[src/logic/bpred_pkg.sv]
package bpred_pkg;

  localparam int default_addr_width = 32;
  localparam int default_entries = 8;

  // 2-bit saturating branch counter, upper half predicts taken
  typedef enum logic [1:0] {
    strong_not   = 2'b00,
    weak_not     = 2'b01,
    weak_taken   = 2'b10,
    strong_taken = 2'b11
  } pred_state_t;

  // one fetch, carried back by execute with the resolved branch
  typedef struct packed {
    logic [default_addr_width-1:0] pc;
    logic                          pred_taken;
    logic [default_addr_width-1:0] pred_target;
  } fetch_t;

  typedef struct packed {
    logic [default_addr_width-1:0] pc;
    logic [default_addr_width-1:0] target;
    logic                          taken;
    logic                          pred_taken;
    logic [default_addr_width-1:0] pred_target;
  } resolve_t;

  typedef struct packed {
    logic [default_addr_width-1:0] key;
    logic [default_addr_width-1:0] target;
    logic                          taken;
  } update_t;

  // one step toward the observed outcome, saturating at both ends
  function automatic pred_state_t next_state(pred_state_t state, logic taken);
    pred_state_t result;
    case (state)
      strong_not:   result = taken ? weak_not     : strong_not;
      weak_not:     result = taken ? weak_taken   : strong_not;
      weak_taken:   result = taken ? strong_taken : weak_not;
      default:      result = taken ? strong_taken : weak_taken;
    endcase
    return result;
  endfunction

endpackage

[src/logic/bpred_top.sv]
`timescale 1ns/1ps

module bpred_top #(
  parameter int                    addr_width = bpred_pkg::default_addr_width,
  parameter int                    entries    = bpred_pkg::default_entries,
  parameter logic [addr_width-1:0] reset_pc   = '0
) (
  input  logic                 clk,
  input  logic                 reset,
  input  logic                 fetch_en,

  input  logic                 resolve_strobe,
  input  bpred_pkg::resolve_t  resolve,

  output logic                 fetch_strobe,
  output bpred_pkg::fetch_t    fetch
);

  // fetch to table
  logic [addr_width-1:0] lookup_pc;
  logic                  lookup_taken;
  logic [addr_width-1:0] lookup_target;

  // resolve back to table and fetch
  logic                  update_strobe;
  bpred_pkg::update_t    update;
  logic                  redirect_strobe;
  logic [addr_width-1:0] redirect_pc;

  fetch_pc #(
    .addr_width (addr_width),
    .reset_pc   (reset_pc)
  ) fetch0 (
    .clk             (clk),
    .reset           (reset),
    .fetch_en        (fetch_en),
    .redirect_strobe (redirect_strobe),
    .redirect_pc     (redirect_pc),
    .lookup_taken    (lookup_taken),
    .lookup_target   (lookup_target),
    .lookup_pc       (lookup_pc),
    .fetch_strobe    (fetch_strobe),
    .fetch           (fetch)
  );

  target_buffer #(
    .addr_width (addr_width),
    .entries    (entries)
  ) btb0 (
    .clk           (clk),
    .reset         (reset),
    .lookup_pc     (lookup_pc),
    .lookup_taken  (lookup_taken),
    .lookup_target (lookup_target),
    .update_strobe (update_strobe),
    .update        (update)
  );

  resolve_unit #(
    .addr_width (addr_width)
  ) resolve0 (
    .clk             (clk),
    .reset           (reset),
    .resolve_strobe  (resolve_strobe),
    .resolve         (resolve),
    .update_strobe   (update_strobe),
    .update          (update),
    .redirect_strobe (redirect_strobe),
    .redirect_pc     (redirect_pc)
  );

endmodule

[src/logic/fetch_pc.sv]
`timescale 1ns/1ps

module fetch_pc #(
  parameter int                    addr_width = bpred_pkg::default_addr_width,
  parameter logic [addr_width-1:0] reset_pc   = '0
) (
  input  logic                   clk,
  input  logic                   reset,
  input  logic                   fetch_en,

  input  logic                   redirect_strobe,
  input  logic [addr_width-1:0]  redirect_pc,

  input  logic                   lookup_taken,
  input  logic [addr_width-1:0]  lookup_target,
  output logic [addr_width-1:0]  lookup_pc,

  output logic                   fetch_strobe,
  output bpred_pkg::fetch_t      fetch
);

  logic [addr_width-1:0] pc;
  logic [addr_width-1:0] next_pc;

  assign lookup_pc = pc;

  // redirect first, then the table's guess, then sequential
  always_comb begin
    if (redirect_strobe) begin
      next_pc = redirect_pc;
    end else if (lookup_taken) begin
      next_pc = lookup_target;
    end else begin
      next_pc = pc + addr_width'(4);
    end
  end

  // a redirect lands even while fetch is stalled
  always_ff @(posedge clk) begin
    if (reset) begin
      pc <= reset_pc;
    end else if (fetch_en || redirect_strobe) begin
      pc <= next_pc;
    end
  end

  assign fetch_strobe      = fetch_en;
  assign fetch.pc          = pc;
  assign fetch.pred_taken  = lookup_taken;
  assign fetch.pred_target = lookup_target;

endmodule

[src/logic/match_encoder.sv]
`timescale 1ns/1ps

module match_encoder #(
  parameter int entries = bpred_pkg::default_entries
) (
  input  logic [entries-1:0]         match,
  output logic [$clog2(entries)-1:0] index,
  output logic                       any
);

  localparam int index_width = $clog2(entries);

  // walk from the top down so the lowest set bit wins
  always_comb begin
    index = '0;
    for (int i = entries - 1; i >= 0; i--) begin
      if (match[i]) begin
        index = index_width'(i);
      end
    end
  end

  assign any = |match;

endmodule

[src/logic/resolve_unit.sv]
`timescale 1ns/1ps

module resolve_unit #(
  parameter int addr_width = bpred_pkg::default_addr_width
) (
  input  logic                   clk,
  input  logic                   reset,

  input  logic                   resolve_strobe,
  input  bpred_pkg::resolve_t    resolve,

  output logic                   update_strobe,
  output bpred_pkg::update_t     update,

  output logic                   redirect_strobe,
  output logic [addr_width-1:0]  redirect_pc
);

  logic [addr_width-1:0] fall_through;
  logic [addr_width-1:0] correct_next;
  logic [addr_width-1:0] predicted_next;
  logic                  mispredict;

  assign fall_through = resolve.pc + addr_width'(4);

  // where fetch should have gone, and where it actually went
  assign correct_next   = resolve.taken ? resolve.target : fall_through;
  assign predicted_next = resolve.pred_taken ? resolve.pred_target : fall_through;

  // a taken prediction with the right target still counts as correct
  assign mispredict = (correct_next != predicted_next);

  // strobes
  always_ff @(posedge clk) begin
    if (reset) begin
      update_strobe   <= 1'b0;
      redirect_strobe <= 1'b0;
    end else begin
      update_strobe   <= resolve_strobe;
      redirect_strobe <= resolve_strobe && mispredict;
    end
  end

  // payload follows the strobe, only meaningful when it is high
  always_ff @(posedge clk) begin
    if (resolve_strobe) begin
      update.key    <= resolve.pc;
      update.target <= resolve.target;
      update.taken  <= resolve.taken;
      redirect_pc   <= correct_next;
    end
  end

endmodule

[src/logic/target_buffer.sv]
`timescale 1ns/1ps

module target_buffer #(
  parameter int addr_width = bpred_pkg::default_addr_width,
  parameter int entries    = bpred_pkg::default_entries
) (
  input  logic                    clk,
  input  logic                    reset,

  input  logic [addr_width-1:0]   lookup_pc,
  output logic                    lookup_taken,
  output logic [addr_width-1:0]   lookup_target,

  input  logic                    update_strobe,
  input  bpred_pkg::update_t      update
);

  localparam int index_width = $clog2(entries);

  // table contents
  logic [addr_width-1:0]  keys    [entries];
  logic [addr_width-1:0]  targets [entries];
  bpred_pkg::pred_state_t states  [entries];
  logic [entries-1:0]     occupied;

  // round-robin victim for misses
  logic [index_width-1:0] alloc_ptr;
  logic [index_width-1:0] next_ptr;

  logic [entries-1:0]     lookup_match;
  logic [index_width-1:0] lookup_index;
  logic                   lookup_hit;
  bpred_pkg::pred_state_t lookup_state;

  logic [entries-1:0]     update_match;
  logic [index_width-1:0] update_index;
  logic                   update_hit;
  bpred_pkg::pred_state_t alloc_state;

  // only occupied entries may match, so a cleared key of 0 is harmless
  always_comb begin
    for (int i = 0; i < entries; i++) begin
      lookup_match[i] = occupied[i] && (keys[i] == lookup_pc);
      update_match[i] = occupied[i] && (keys[i] == update.key);
    end
  end

  match_encoder #(
    .entries (entries)
  ) lookup_enc (
    .match (lookup_match),
    .index (lookup_index),
    .any   (lookup_hit)
  );

  match_encoder #(
    .entries (entries)
  ) update_enc (
    .match (update_match),
    .index (update_index),
    .any   (update_hit)
  );

  // combinational lookup, sees contents before this cycle's update
  assign lookup_state = states[lookup_index];
  assign lookup_taken = lookup_hit &&
                        (lookup_state == bpred_pkg::weak_taken ||
                         lookup_state == bpred_pkg::strong_taken);
  assign lookup_target = lookup_hit ? targets[lookup_index] : '0;

  // new entries start strong in the observed direction
  assign alloc_state = update.taken ? bpred_pkg::strong_taken : bpred_pkg::strong_not;

  assign next_ptr = (alloc_ptr == index_width'(entries - 1)) ? '0 : alloc_ptr + 1'b1;

  // counters, occupied bits and pointer
  always_ff @(posedge clk) begin
    if (reset) begin
      occupied  <= '0;
      alloc_ptr <= '0;
      for (int i = 0; i < entries; i++) begin
        states[i] <= bpred_pkg::strong_not;
      end
    end else if (update_strobe) begin
      if (update_hit) begin
        states[update_index] <= bpred_pkg::next_state(states[update_index], update.taken);
      end else begin
        states[alloc_ptr]   <= alloc_state;
        occupied[alloc_ptr] <= 1'b1;
        alloc_ptr           <= next_ptr;
      end
    end
  end

  // keys and targets
  always_ff @(posedge clk) begin
    if (update_strobe) begin
      if (!update_hit) begin
        keys[alloc_ptr]    <= update.key;
        targets[alloc_ptr] <= update.target;
      end else if (update.taken) begin
        // not-taken outcomes keep the old target
        targets[update_index] <= update.target;
      end
    end
  end

endmodule

[config.mk]
export PLATFORM = sky130hd
export DESIGN_NAME = bpred_top
export DESIGN_NICKNAME = d
export VERILOG_FILES = /design/src/logic/bpred_pkg.sv /design/src/logic/bpred_top.sv /design/src/logic/fetch_pc.sv /design/src/logic/match_encoder.sv /design/src/logic/resolve_unit.sv /design/src/logic/target_buffer.sv
export SDC_FILE = /design/constraint.sdc
export NUM_CORES = 2
export LEC_CHECK = 0
export ABC_AREA = 1
export BUFFER_PORTS_ARGS = -buffer_cell sky130_fd_sc_hd__buf_2
export CAP_MARGIN = 0
export CORE_ASPECT_RATIO = 1.2
export CORE_MARGIN = 8
export CORE_UTILIZATION = 40
export CTS_BUF_LIST = sky130_fd_sc_hd__clkbuf_8
export DETAILED_ROUTE_END_ITERATION = 6
export PLACE_DENSITY = 0.62
export SLEW_MARGIN = 10
export SYNTH_ARGS = -nofsm -noshare
export SYNTH_HDL_FRONTEND = slang
export SYNTH_SLANG_ARGS = --single-unit
export TNS_END_PERCENT = 5
[constraint.sdc]
create_clock -name clk -period 4.5 [get_ports clk]
set_input_delay 0.225 -clock clk [delete_from_list [all_inputs] [get_ports clk]]
set_output_delay 0.225 -clock clk [all_outputs]
set_load 0.01 [all_outputs]
==> qor.txt <==
Yosys Warn Count: 0
RSZ-0062 raised after global routing: yes
area of the multi-input gates: 13,700 µm²
CTS root buf: clkbuf_8
DPL Wire Length: 155,000 µm
complex-gate fraction of the synthesized area: 6.98%
Filler cells: 8,468
fin util: 49.6%
Post-Syn Area: 35,700 µm²
CP endpoint: btb0.targets[6][12]
main combinational cell family by area after synthesis: simple AND/OR/NAND/NOR gates
FP Rows: 120
pre-CTS setup slack: 0.256 ns
Die Height: 343 µm
clock-pin slew on the worst setup and hold paths: 0.06 ns
initial core utilization: 40.2%
critical path arrival: 4.91 ns
CP Class: flop to flop
CP endpoint kind: flop
Max clock buf depth: 3
peak supply drop: 0.290 mV
Final Hold Fails: 0
H-Tree Depth: 3
Synth Register Bits: 670
Period minus WS final: 4.45 ns
Distinct cells, synth: 57
failing checks: design-rule violations
DRC: 13
total grt overflow: 0
Slew @ Worst Pin: 1.03 ns
CTS tree: yes
Reg2Reg Depth: 15
XOR/XNOR Fraction of Synth Area: 5.62%
Vias/cell: 5.87
core area: 88,900 µm²
Post-Synth Adder-Cell Area: 0.140%
pwr dens: 350 nW/µm²
WL final: 205,000 µm
Startpoint Class: flop
Critical Path Most Common Cell: nand3_1
leakage power: 18.3 nW
initial DRC count: 4,017
# clock sinks: 670
CTS Buf Count: 111
largest stage delay on the critical path: 0.61 ns
Syn Inst Count: 3,948
gpl congestion: 1.11
routed via count: 34,005
share of post-route cells with drive strength above 1: 19.1%
slew margin rel.: 31.6%
sequence of cells on the critical path: buf_4 -> a21oi_1 -> nand3_1 -> nor3_1 -> nand3_1 -> o21ai_1 -> nand3_1 -> a21oi_2 -> inv_2 -> nand2_1 -> o21ai_0 -> a21oi_1 -> nand2_1 -> nor2_4 -> buf_4
R2R Setup Slk: 0.05 ns
gr usage total: 40.6%
maximum fanout along the worst path: 6
mux share of post-synthesis cell area: 0.0841%
first-pass GRT wire length: 272,000 µm
maximum clock rate: 225 MHz
outcome: complete, but fails checks
Die X: 289 µm
register area: 19,700 µm²
layout net count: 4,638
I/O Pins: 168
Buffers on Ports: 167
Hold WC Path Type: input port to flop
period utilization: 98.9%
Crit path required time: 4.96 ns
CP max-delay cell: edfxtp_1
syn avg cell area: 9.04 µm²
Setup TNS Final: 0 ns
final count of pins violating max slew: 0
die area: 99,100 µm²
Final ANT Viol Nets: 0
worst r2r src: resolve0.update[62]
# setup viols final: 0
crit path launch: resolve0.update[62]
largest net degree at the start of global routing: 55
max-cap violation count: 0
initial antenna violation count: 11
clock latency on the worst-skew pair: 0.82 ns
Fin Clk Skew: 0.0738 ns
RR Endpoint: btb0.targets[6][12]
top cells by area, synth: edfxtp_1 (53%), nand2_1 (11%), nand3_1 (4.4%)
drt wl/cell: 35.4 µm
Final WS setup: 0.0486 ns
biggest area consumer among synthesized cells: edfxtp_1
Post-Synth Simple-Gate Area: 25.0%
synthesis-to-finish area growth: 23.5%
share of the synthesized area in the top cell type: 52.6%
Pre-antenna DRT Iters: 7
Mapped Nets: 4,054
Seq/Total Area, Yosys: 55.1%
vias in the first global route: 33,418
Hold WS: 0.0447 ns
[cell families (layout without fill, tap and decap cells)]
group	after synthesis	in the layout
buffers and inverters	584	1263
multiplexers	3	3
XOR/XNOR	229	229
adder cells (fa/ha/maj)	4	4
AO/OA/AOI/OAI	450	450
AND/OR/NAND/NOR	2008	2008
other	0	7
flip-flops	670	670
[power breakdown]
part	internal, W	switching (W)	total, W
Clock	0.00295	0.00276	0.00571
Combinational	0.000694	0.00178	0.00248
Sequential	0.00704	0.000188	0.00723
Total	0.0107	0.00474	0.0154
[per-layer routing]
layer	share of wire, %	track usage [%]
met5	0.030	0
met4	13	40.8
met3	8.7	10.0
met2	46	65.8
met1	33	42.1
[layout make-up]
type	instances	share of cell area [%]
sequential	670	44.7
multi-input combinational	2694	31.2
timing repair buffer	632	11.9
clock buffer	124	3.87
inverter	423	3.71
tap	1159	3.29
clock inverter	84	1.29
antenna	7	0.0398
[worst max-delay path, delay by kind of cell (launching register included)]
family          cells  cell delay [ns]
compound gates      5             1.55
buf+inv             3             0.57
flops               1             0.61
simple gates        7             1.39
[synthesized netlist by cell type (all sizes together)]
cell type / instances
nor2: 298
a31oi: 1
edfxtp: 625
buf: 122
and2: 2
xnor2: 117
o21ai: 243
o211ai: 8
or2: 35
clkbuf: 39
o22ai: 70
dfxtp: 45
ha: 4
xor2: 112
nand3b: 18
a22oi: 2
nand2b: 2
o221ai: 5
nor3: 87
o21a: 3
clkinv: 2
mux2i: 3
a221oi: 2
and3: 4
inv: 421
a211oi: 1
a21oi: 97
nand3: 316
nor3b: 5
nand4: 141
nand2: 1067
nor4: 33
o2111ai: 18
[worst min path at each step]
| stage | from | slack [ns] | to | cells after the start |
|---|---|---|---|---|
| 6_report | resolve_strobe | 0.04 | resolve0.update[25] | 1 |
| 5_1_grt | resolve_strobe | 0.05 | resolve0.update[25] | 1 |
| 4_1_cts | resolve_strobe | 0.02 | resolve0.update[25] | 1 |
| 3_5_place_dp | resolve[38] | 0.43 | resolve0.update[5] | 1 |
| 3_3_place_gp | resolve[66] | 0.42 | resolve0.update[33] | 1 |
| 2_1_floorplan | resolve[33] | 0.32 | resolve0.update[0] | 0 |
[stage by stage]
stage | cells | power, W | cell area, µm²
2_1_floorplan | 3948 | 0.00824 | 35700
3_3_place_gp | 5479 | 0.00964 | 40500
3_5_place_dp | 5479 | 0.00962 | 40500
4_1_cts | 5762 | 0.0153 | 43600
5_1_grt | 5787 | 0.0157 | 44100
6_report | 5793 | 0.0154 | 44100
[placed cells by master, fill, tap and decap left out, types with 7 or more instances in the layout]
cell	n
nand2_1	1035
edfxtp_1	625
inv_1	426
buf_4	331
nand3_1	307
nor2_1	273
o21ai_0	182
buf_2	166
nand4_1	138
clkbuf_8	124
xnor2_1	114
xor2_1	112
a21oi_1	94
nor3_1	80
o22ai_1	70
dlygate4sd3_1	66
o21ai_1	60
buf_12	54
dfxtp_1	37
or2_2	30
nor4_1	28
inv_2	25
nand2_2	19
nand3b_1	18
o2111ai_1	18
clkinv_1	16
nor2_2	12
nor2_4	12
clkinv_2	12
nand2_4	11
buf_6	10
clkinvlp_4	9
nand3_2	9
o211ai_1	8
diode_2	7
nor3_2	7
bufinv_16	7
dfxtp_2	7
[flip-flops by register name, summed over array words and instances (netlist names)]
register and flops:
fetch0.lookup_pc 32, btb0.states 16, resolve0.redirect_pc 32, btb0.occupied 8, btb0.targets 256, btb0.alloc_ptr 3, resolve0.update 65, btb0.keys 256
resolve0.redirect_strobe 1, resolve0.update_strobe 1
[what timing repair did]
action / CTS / global route
endpoints found under the hold margin: 106 / 0
pin swaps: 1 / 4
gates resized for setup: 18 / 65
setup endpoints to repair: 33 / 33
hold buffers: 66 / 0
gates cloned: 0 / 2
setup buffers: 9 / 22
No activity file was read; power rests on OpenSTA's default activity.
